File: src/frontend_cfg.svh
// Front end configuration macros: queue depths, reset PC and data path width
`ifndef FRONTEND_CFG_SVH
`define FRONTEND_CFG_SVH

// Instruction queue entries between fetch and decode
`define FE_IQ_DEPTH 8

// Micro-op queue entries between decode and the back end
`define FE_UQ_DEPTH 4

// First fetch address after reset
`define FE_RESET_PC 32'h0000_0000

// PC and instruction width
`define FE_XLEN 32

`endif

File: src/frontend_pkg.sv
// Front end types: fetch entry, operation class and decoded micro-op
`default_nettype none
`include "frontend_cfg.svh"

package frontend_pkg;

    // One fetched word with its own and its sequential PC
    typedef struct packed {
        logic [`FE_XLEN-1:0] pc;
        logic [`FE_XLEN-1:0] next_pc;
        logic [`FE_XLEN-1:0] instr;
    } fetch_entry_t;

    // Coarse class from the major opcode
    typedef enum logic [3:0] {
        alu_reg,
        alu_imm,
        load,
        store,
        branch,
        jal,
        jalr,
        lui,
        auipc,
        system,
        illegal
    } op_class_e;

    // Decoded micro-op handed to the back end
    typedef struct packed {
        logic [`FE_XLEN-1:0] pc;
        op_class_e           op_class;
        logic [2:0]          funct3;
        // Bit 30 of the word, selects SUB and SRA
        logic                funct7_b5;
        logic [4:0]          rd;
        logic [4:0]          rs1;
        logic [4:0]          rs2;
        // Already sign extended, zero for R-type and illegal
        logic [`FE_XLEN-1:0] imm;
    } uop_t;

endpackage : frontend_pkg

`default_nettype wire

File: src/fetch_if.sv
// Fetch to instruction queue interface with fetch and queue modports
`default_nettype none
`timescale 1ns/100ps

interface fetch_if;

    // Write strobe, one entry per cycle
    logic                      wr;
    frontend_pkg::fetch_entry_t entry;
    // Queue has no free slot
    logic                      full;
    // Redirect, empties the queue at the next edge
    logic                      flush;

    modport fetch (
        output wr,
        output entry,
        input  full,
        input  flush
    );

    modport queue (
        input  wr,
        input  entry,
        input  flush,
        output full
    );

endinterface : fetch_if

`default_nettype wire

File: src/fetch_unit.sv
// Fetch unit: PC generation, instruction memory requests and queue writes
`default_nettype none
`timescale 1ns/100ps
`include "frontend_cfg.svh"

module fetch_unit (
    input  logic                clk,
    input  logic                i_arst_n,
    input  logic                i_redirect,
    input  logic [`FE_XLEN-1:0] i_redirect_pc,
    output logic                o_imem_req,
    output logic [`FE_XLEN-1:0] o_imem_addr,
    input  logic                i_imem_resp,
    input  logic [`FE_XLEN-1:0] i_imem_rdata,
    fetch_if.fetch              fetch
);

    logic [`FE_XLEN-1:0] pc_q;
    logic [`FE_XLEN-1:0] addr_q;
    logic                req_q;
    logic                pending_q;
    logic                drop_q;
    logic                issue;
    logic                accept;

    // Only one request in flight, and only with a free queue slot
    assign issue  = !pending_q && !fetch.full && !i_redirect;
    // Response that still belongs to the current path
    assign accept = i_imem_resp && pending_q && !drop_q;

    always_ff @(posedge clk or negedge i_arst_n) begin
        if (!i_arst_n) begin
            pc_q      <= `FE_RESET_PC;
            addr_q    <= `FE_RESET_PC;
            req_q     <= 1'b0;
            pending_q <= 1'b0;
            drop_q    <= 1'b0;
        end else begin
            req_q <= issue;
            if (issue) begin
                addr_q    <= pc_q;
                pending_q <= 1'b1;
            end else if (i_imem_resp && pending_q) begin
                pending_q <= 1'b0;
                drop_q    <= 1'b0;
            end
            if (i_redirect) begin
                pc_q <= i_redirect_pc;
                // Old request outlives this edge, so its word is stale
                if (pending_q && !i_imem_resp) begin
                    drop_q <= 1'b1;
                end
            end else if (accept) begin
                pc_q <= pc_q + `FE_XLEN'd4;
            end
        end
    end

    assign o_imem_req  = req_q;
    assign o_imem_addr = addr_q;

    // Word goes into the queue in the response cycle
    assign fetch.wr            = accept && !fetch.flush;
    assign fetch.entry.pc      = pc_q;
    assign fetch.entry.next_pc = pc_q + `FE_XLEN'd4;
    assign fetch.entry.instr   = i_imem_rdata;

endmodule : fetch_unit

`default_nettype wire

File: src/i_queue.sv
// Circular FIFO with flush, occupancy count and registered pop output
`default_nettype none
`timescale 1ns/100ps

module i_queue #(
    parameter type T_DATA = logic [7:0],
    parameter int  DEPTH  = 4
) (
    input  logic                         clk,
    input  logic                         i_arst_n,
    input  logic                         i_flush,
    input  logic                         i_wr,
    input  T_DATA                        i_data,
    output logic                         o_full,
    input  logic                         i_rd,
    output T_DATA                        o_data,
    output logic                         o_valid,
    output logic                         o_empty,
    output logic [$clog2(DEPTH+1)-1:0]   o_count
);

    localparam int AW = (DEPTH > 1) ? $clog2(DEPTH) : 1;
    localparam int CW = $clog2(DEPTH + 1);

    T_DATA          mem [DEPTH];
    logic [AW-1:0]  head_q;
    logic [AW-1:0]  tail_q;
    logic [CW-1:0]  count_q;
    logic           do_wr;
    logic           do_rd;

    // Pointer step with wrap for depths that are not a power of two
    function automatic logic [AW-1:0] ptr_next(input logic [AW-1:0] ptr);
        ptr_next = (ptr == AW'(DEPTH - 1)) ? '0 : ptr + 1'b1;
    endfunction

    assign o_full  = (count_q == CW'(DEPTH));
    assign o_empty = (count_q == '0);
    assign o_count = count_q;

    // Overflow and underflow attempts are dropped
    assign do_wr = i_wr && !o_full && !i_flush;
    assign do_rd = i_rd && !o_empty && !i_flush;

    always_ff @(posedge clk or negedge i_arst_n) begin
        if (!i_arst_n) begin
            head_q  <= '0;
            tail_q  <= '0;
            count_q <= '0;
            o_valid <= 1'b0;
        end else if (i_flush) begin
            head_q  <= '0;
            tail_q  <= '0;
            count_q <= '0;
            o_valid <= 1'b0;
        end else begin
            if (do_wr) begin
                tail_q <= ptr_next(tail_q);
            end
            if (do_rd) begin
                head_q <= ptr_next(head_q);
            end
            // Simultaneous push and pop leave the count alone
            count_q <= count_q + CW'(do_wr) - CW'(do_rd);
            o_valid <= do_rd;
        end
    end

    // Storage and output word
    always_ff @(posedge clk) begin
        if (do_wr) begin
            mem[tail_q] <= i_data;
        end
        // Output only moves on a pop
        if (do_rd) begin
            o_data <= mem[head_q];
        end
    end

endmodule : i_queue

`default_nettype wire

File: src/rv32i_decoder.sv
// RV32I decoder: pops fetch entries and writes registered micro-ops
`default_nettype none
`timescale 1ns/100ps
`include "frontend_cfg.svh"

module rv32i_decoder (
    input  logic                                clk,
    input  logic                                i_arst_n,
    input  logic                                i_flush,
    output logic                                o_iq_rd,
    input  frontend_pkg::fetch_entry_t          i_iq_data,
    input  logic                                i_iq_valid,
    input  logic                                i_iq_empty,
    output logic                                o_uq_wr,
    output frontend_pkg::uop_t                  o_uq_data,
    input  logic [$clog2(`FE_UQ_DEPTH+1)-1:0]   i_uq_count
);

    localparam int CW = $clog2(`FE_UQ_DEPTH + 1);

    logic [`FE_XLEN-1:0] instr;
    logic [CW:0]         in_flight;
    frontend_pkg::uop_t  uop;

    // Popped entry arriving now plus micro-op being written now
    assign in_flight = (CW+1)'(i_iq_valid) + (CW+1)'(o_uq_wr);

    // Pop only if the result is sure to find a free micro-op slot
    assign o_iq_rd = !i_iq_empty && !i_flush
                     && ((CW+1)'(i_uq_count) + in_flight < (CW+1)'(`FE_UQ_DEPTH));

    assign instr = i_iq_data.instr;

    always_comb begin
        uop           = '0;
        uop.pc        = i_iq_data.pc;
        uop.funct3    = instr[14:12];
        uop.funct7_b5 = instr[30];
        uop.rd        = instr[11:7];
        uop.rs1       = instr[19:15];
        uop.rs2       = instr[24:20];
        case (instr[6:0])
            7'b0110011: uop.op_class = frontend_pkg::alu_reg;
            7'b0010011: uop.op_class = frontend_pkg::alu_imm;
            7'b0000011: uop.op_class = frontend_pkg::load;
            7'b0100011: uop.op_class = frontend_pkg::store;
            7'b1100011: uop.op_class = frontend_pkg::branch;
            7'b1101111: uop.op_class = frontend_pkg::jal;
            7'b1100111: uop.op_class = frontend_pkg::jalr;
            7'b0110111: uop.op_class = frontend_pkg::lui;
            7'b0010111: uop.op_class = frontend_pkg::auipc;
            7'b1110011: uop.op_class = frontend_pkg::system;
            default:    uop.op_class = frontend_pkg::illegal;
        endcase
        // Immediate format follows the class
        case (uop.op_class)
            frontend_pkg::alu_imm, frontend_pkg::load,
            frontend_pkg::jalr, frontend_pkg::system:
                uop.imm = {{20{instr[31]}}, instr[31:20]};
            frontend_pkg::store:
                uop.imm = {{20{instr[31]}}, instr[31:25], instr[11:7]};
            frontend_pkg::branch:
                uop.imm = {{19{instr[31]}}, instr[31], instr[7],
                           instr[30:25], instr[11:8], 1'b0};
            frontend_pkg::lui, frontend_pkg::auipc:
                uop.imm = {instr[31:12], 12'b0};
            frontend_pkg::jal:
                uop.imm = {{11{instr[31]}}, instr[31], instr[19:12],
                           instr[20], instr[30:21], 1'b0};
            default:
                uop.imm = '0;
        endcase
    end

    always_ff @(posedge clk or negedge i_arst_n) begin
        if (!i_arst_n) begin
            o_uq_wr <= 1'b0;
        end else begin
            // Entry popped before a redirect is dropped here
            o_uq_wr <= i_iq_valid && !i_flush;
        end
    end

    always_ff @(posedge clk) begin
        if (i_iq_valid) begin
            o_uq_data <= uop;
        end
    end

endmodule : rv32i_decoder

`default_nettype wire

File: src/frontend_top.sv
// Front end top: fetch unit, instruction queue, decoder and micro-op queue
`default_nettype none
`timescale 1ns/100ps
`include "frontend_cfg.svh"

module frontend_top (
    input  logic                    clk,
    input  logic                    i_arst_n,
    input  logic                    i_redirect,
    input  logic [`FE_XLEN-1:0]     i_redirect_pc,
    output logic                    o_imem_req,
    output logic [`FE_XLEN-1:0]     o_imem_addr,
    input  logic                    i_imem_resp,
    input  logic [`FE_XLEN-1:0]     i_imem_rdata,
    input  logic                    i_uop_read,
    output logic                    o_uop_valid,
    output logic [`FE_XLEN-1:0]     o_uop_pc,
    output frontend_pkg::op_class_e o_uop_class,
    output logic [4:0]              o_uop_rd,
    output logic [4:0]              o_uop_rs1,
    output logic [4:0]              o_uop_rs2,
    output logic [`FE_XLEN-1:0]     o_uop_imm,
    output logic                    o_uop_empty
);

    fetch_if u_fetch_if ();

    logic                                      iq_rd;
    frontend_pkg::fetch_entry_t                iq_data;
    logic                                      iq_valid;
    logic                                      iq_empty;
    logic                                      uq_wr;
    frontend_pkg::uop_t                        uq_wdata;
    frontend_pkg::uop_t                        uq_rdata;
    logic [$clog2(`FE_UQ_DEPTH+1)-1:0]         uq_count;

    assign u_fetch_if.flush = i_redirect;

    fetch_unit u_fetch (
        .clk           (clk),
        .i_arst_n      (i_arst_n),
        .i_redirect    (i_redirect),
        .i_redirect_pc (i_redirect_pc),
        .o_imem_req    (o_imem_req),
        .o_imem_addr   (o_imem_addr),
        .i_imem_resp   (i_imem_resp),
        .i_imem_rdata  (i_imem_rdata),
        .fetch         (u_fetch_if.fetch)
    );

    // Fetched words waiting for decode
    i_queue #(
        .T_DATA (frontend_pkg::fetch_entry_t),
        .DEPTH  (`FE_IQ_DEPTH)
    ) u_iq (
        .clk      (clk),
        .i_arst_n (i_arst_n),
        .i_flush  (u_fetch_if.flush),
        .i_wr     (u_fetch_if.wr),
        .i_data   (u_fetch_if.entry),
        .o_full   (u_fetch_if.full),
        .i_rd     (iq_rd),
        .o_data   (iq_data),
        .o_valid  (iq_valid),
        .o_empty  (iq_empty),
        .o_count  ()
    );

    rv32i_decoder u_dec (
        .clk        (clk),
        .i_arst_n   (i_arst_n),
        .i_flush    (i_redirect),
        .o_iq_rd    (iq_rd),
        .i_iq_data  (iq_data),
        .i_iq_valid (iq_valid),
        .i_iq_empty (iq_empty),
        .o_uq_wr    (uq_wr),
        .o_uq_data  (uq_wdata),
        .i_uq_count (uq_count)
    );

    // Decoded micro-ops for the back end
    i_queue #(
        .T_DATA (frontend_pkg::uop_t),
        .DEPTH  (`FE_UQ_DEPTH)
    ) u_uq (
        .clk      (clk),
        .i_arst_n (i_arst_n),
        .i_flush  (i_redirect),
        .i_wr     (uq_wr),
        .i_data   (uq_wdata),
        .o_full   (),
        .i_rd     (i_uop_read),
        .o_data   (uq_rdata),
        .o_valid  (o_uop_valid),
        .o_empty  (o_uop_empty),
        .o_count  (uq_count)
    );

    assign o_uop_pc    = uq_rdata.pc;
    assign o_uop_class = uq_rdata.op_class;
    assign o_uop_rd    = uq_rdata.rd;
    assign o_uop_rs1   = uq_rdata.rs1;
    assign o_uop_rs2   = uq_rdata.rs2;
    assign o_uop_imm   = uq_rdata.imm;

endmodule : frontend_top

`default_nettype wire

File: config.mk
export PLATFORM = sky130hd
export DESIGN_NAME = frontend_top
export DESIGN_NICKNAME = d
export VERILOG_FILES = /design/src/frontend_pkg.sv /design/src/fetch_if.sv /design/src/fetch_unit.sv /design/src/i_queue.sv /design/src/rv32i_decoder.sv /design/src/frontend_top.sv
export VERILOG_INCLUDE_DIRS = /design/src /design/src/src
export SDC_FILE = /design/constraint.sdc
export NUM_CORES = 1
export LEC_CHECK = 0
export BUFFER_PORTS_ARGS = -buffer_cell sky130_fd_sc_hd__buf_4
export CAP_MARGIN = 5
export CORE_UTILIZATION = 55
export DETAILED_ROUTE_END_ITERATION = 6
export GPL_TIMING_DRIVEN = 0
export PLACE_DENSITY = 0.82
export SLEW_MARGIN = 5
export SYNTH_ARGS = -nofsm -noshare
export SYNTH_HDL_FRONTEND = slang
export SYNTH_SLANG_ARGS = --single-unit
File: constraint.sdc
create_clock -name clk -period 9.2 [get_ports clk]
set_input_delay 0 -clock clk [delete_from_list [all_inputs] [get_ports clk]]
set_output_delay 0 -clock clk [all_outputs]
set_load 0.03 [all_outputs]
==> results.toml <==
[floorplanning]
start_util = 0.556
rows = 102
core-area_sq_um = 77500
die-area_sq_um = 79500
die_h_um = 282
io_pins = 187
die_w_um = 282

[synthesis]
yosys_warnings = 0
synth-edff-count = 1074
synth_cell_types = 61
synthArstFlopShare = 0.0749
synth.avg_cell_area_sq_um = 22.4
synth_nets = 2018
synth.ff_latch_count = 1161
ys_seq_area_frac = 0.799
synth_ff_type = "edfxtp_1"
synthCells = 1927
syn_area_sq_um = 43100

[detailed_routing]
drtIter0Drc = 3100
vias = 22158
wl_per_cell_um = 29.8
antenna_left = 0
vias_per_cell = 6.39
wl_um = 103000
drc = 3
firstDrtPassIters = 7

[clock_network]
cts_buffer_depth = 3
cts_buffers = 104
clock-sinks = 1161
htreeDepth = 3
clkTransAtPathRegs_ns = 0.07
cts_resized = 0
cts-root-buf = "clkbuf_16"
cts_tree = "yes"
insertion_delay_ns = 0.68

[critical_path]
r2r_slack_ns = 5.20
arrival_ns = 4.51
cp_slowest_cell = "inv_4"
critPathMaxFanout = 66
critPathMaxStageDelay_ns = 0.77
r2r-start = "u_iq.o_valid"
required_ns = 9.71
crit_chain = "ha_1 -> ha_1 -> a2111oi_0 -> nand2_1 -> inv_4 -> ha_1 -> inv_1 -> ha_1 -> fa_1 -> nor2b_1"
worstSetupPathType = "reg2reg"
cp_common_cell = "ha_1"
cp-start-kind = "flop"
critPathLaunch = "u_iq.o_valid"
cp-end-kind = "flop"

[layout]
fin_cells = 3469
fin_nets = 2433
drive_gt1_frac = 0.321
area_growth_pct = 17.4

[outcome]
violations = "design-rule violations"
status = "finished, violations left"

[run]
max-cap-violations = 0

[global_routing]
grt.overflow.total = 0
antenna_found_initial = 5
grt_max_degree = 88
grt_pass1_vias = 22744
grt_usage = 0.262
grt_pass1_wl_um = 150000

[sta]
setup_tns_ns = 0
hold_viol_final = 0
max_slew.worst_pin.slew_ns = 1.23
final-setup-viol-count = 0
fmax_ghz = 0.250
finClkSkew_ns = 0.0353
max_slew_margin = 0.170
rsz0062_at_grt = "no"
layout_min_cycle_time_ns = 4.00
finalCritPeriodShare = 0.435
slew_violations = 0

[place]
gp_congestion = 0.852
dpl.hpwl_um = 59800
placedCellCount = 3209
numPortBuffers = 185

[min_path]
hp-class = "in2async"

[pwr]
power_leakage_nw = 16.6
peakVddDrop_v = 0.000196
powerDensity_nw_per_um2 = 277
power_mw = 14.0
==> layout by cell type, fill, tap and decap left out, types with 6 or more instances in the layout <==
| cell type | n |
|---|---|
| buf_12 | 6 |
| or3_1 | 7 |
| buf_16 | 9 |
| or4_1 | 13 |
| nor2b_1 | 12 |
| nand4_1 | 9 |
| a31oi_1 | 18 |
| mux2_2 | 101 |
| bufinv_16 | 7 |
| edfxtp_1 | 1074 |
| buf_1 | 8 |
| o21ai_0 | 33 |
| xnor2_1 | 9 |
| clkinv_2 | 23 |
| a21oi_1 | 12 |
| and3_1 | 6 |
| a21o_1 | 12 |
| buf_2 | 22 |
| clkinv_1 | 16 |
| clkbuf_1 | 56 |
| ha_1 | 20 |
| buf_6 | 18 |
| dfrtp_1 | 86 |
| o31ai_1 | 16 |
| xor2_1 | 7 |
| mux4_2 | 211 |
| inv_1 | 16 |
| dlygate4sd3_1 | 67 |
| nor3b_1 | 7 |
| nand3_1 | 15 |
| buf_4 | 221 |
| nor2_1 | 35 |
| nand2_1 | 44 |
| clkinvlp_4 | 11 |
| clkbuf_16 | 106 |
==> worst max-delay path: cells and delay by family (launching register included) <==
kind | cells | cell delay, ns
simple gates | 2 | 0.54
fa+ha+maj | 5 | 1.47
compound gates | 1 | 0.32
buf+inv | 2 | 0.85
flops | 1 | 0.66
==> final timing paths <==
kind,endpoint,cells after the start
min in group clk,u_fetch.drop_q,3
min reg2reg,u_dec.o_uq_data[57],0
min,u_fetch.o_imem_addr[25],2
max reg2reg,u_iq.o_count[1],10
max,u_iq.o_count[1],10
max in group asynchronous,u_iq.o_valid,2
==> power breakdown <==
group	switching [mW]	internal [mW]	total (mW)
registers	0.427	6.56	6.99
clock network	1.93	2.33	4.26
logic	1.55	1.20	2.75
==> per-stage QoR <==
stage / worst slack (ns) / hold slack (ns) / instance area [sq um] / util
floorplan: 1.32 / -0.296 / 43100 / -
global placement: -4.79 / 0.206 / 45800 / 0.591
detailed placement: 5.29 / 0.217 / 46600 / 0.602
CTS: 5.14 / 0.0246 / 50600 / 0.653
global route: 4.99 / 0.0779 / 50600 / 0.653
finish: 5.20 / 0.00263 / 50600 / 0.653
==> sequential cells by signal, summed over array words and instances, names as in the netlist, 3 cells and up <==
| name | count |
|---|---|
| u_dec.o_uq_data | 83 |
| u_uq.o_count | 3 |
| u_uq.mem | 332 |
| u_iq.head_q | 3 |
| u_iq.tail_q | 3 |
| u_iq.o_data | 64 |
| u_iq.o_count | 4 |
| u_fetch.o_imem_addr | 32 |
| u_iq.mem | 512 |
| u_fetch.pc_q | 32 |
| u_uq.o_data | 83 |
==> kinds of logic (layout without fill, tap and decap cells) <==
kind of cell               count (synthesis)  count (layout)  share of synthesized area
buffers and inverters                    105             602                     0.0113
AOI/OAI and AO/OA                        109             109                     0.0162
muxes                                    315             315                      0.137
DFF                                     1161            1161                      0.799
and+or+nand+nor                          199             199                     0.0263
adders and majority gates                 22              22                    0.00674
xor gates and xnor gates                  16              16                    0.00325
other                                      0               5                          0
==> cell usage after synthesis (all sizes together), types with 5 or more instances <==
cell / number / area, sq um
xor2: 7 / 61.3
nand2: 45 / 171
a21o: 12 / 90.1
nor3: 9 / 50.1
inv: 18 / 67.6
mux4: 211 / 4750
a22o: 5 / 43.8
o31ai: 16 / 120
o21ai: 33 / 165
or4: 13 / 97.6
a31oi: 18 / 113
edfxtp: 1074 / 32300
nand4: 11 / 90.1
nand2b: 5 / 31.3
nor3b: 7 / 52.6
clkbuf: 42 / 158
xnor2: 9 / 78.8
and3: 7 / 45.1
mux2: 101 / 1140
a21oi: 12 / 60.1
nand3: 18 / 128
and4: 5 / 46.3
nor2b: 12 / 75.1
dfrtp: 87 / 2180
nor2: 39 / 146
and2: 7 / 45.1
buf: 44 / 257
ha: 20 / 250
or3: 7 / 43.8
==> final cells by class <==
cell class	instances	area, sq um
antenna	5	12.5
timing repair buffer	309	2810
multi-input combinational	661	8250
tap	1040	1300
clock buffer	122	2730
buffer	86	414
fill	4527	26900
inverter	19	73.8
sequential	1161	34400
clock inverter	66	569
==> timing repair <==
action / in CTS / in global routing
endpoints found under the hold margin: 380 / 0
buffers inserted: 0 / 0
hold buffers: 67 / 0
==> per-layer routing <==
layer / wire (um) / GRT usage
met4: 4240 / 0.112
met2: 54200 / 0.456
met3: 8740 / 0.0456
met1: 36000 / 0.326
met5: 0 / 0
Note: power is estimated with default switching activity, not from simulation.
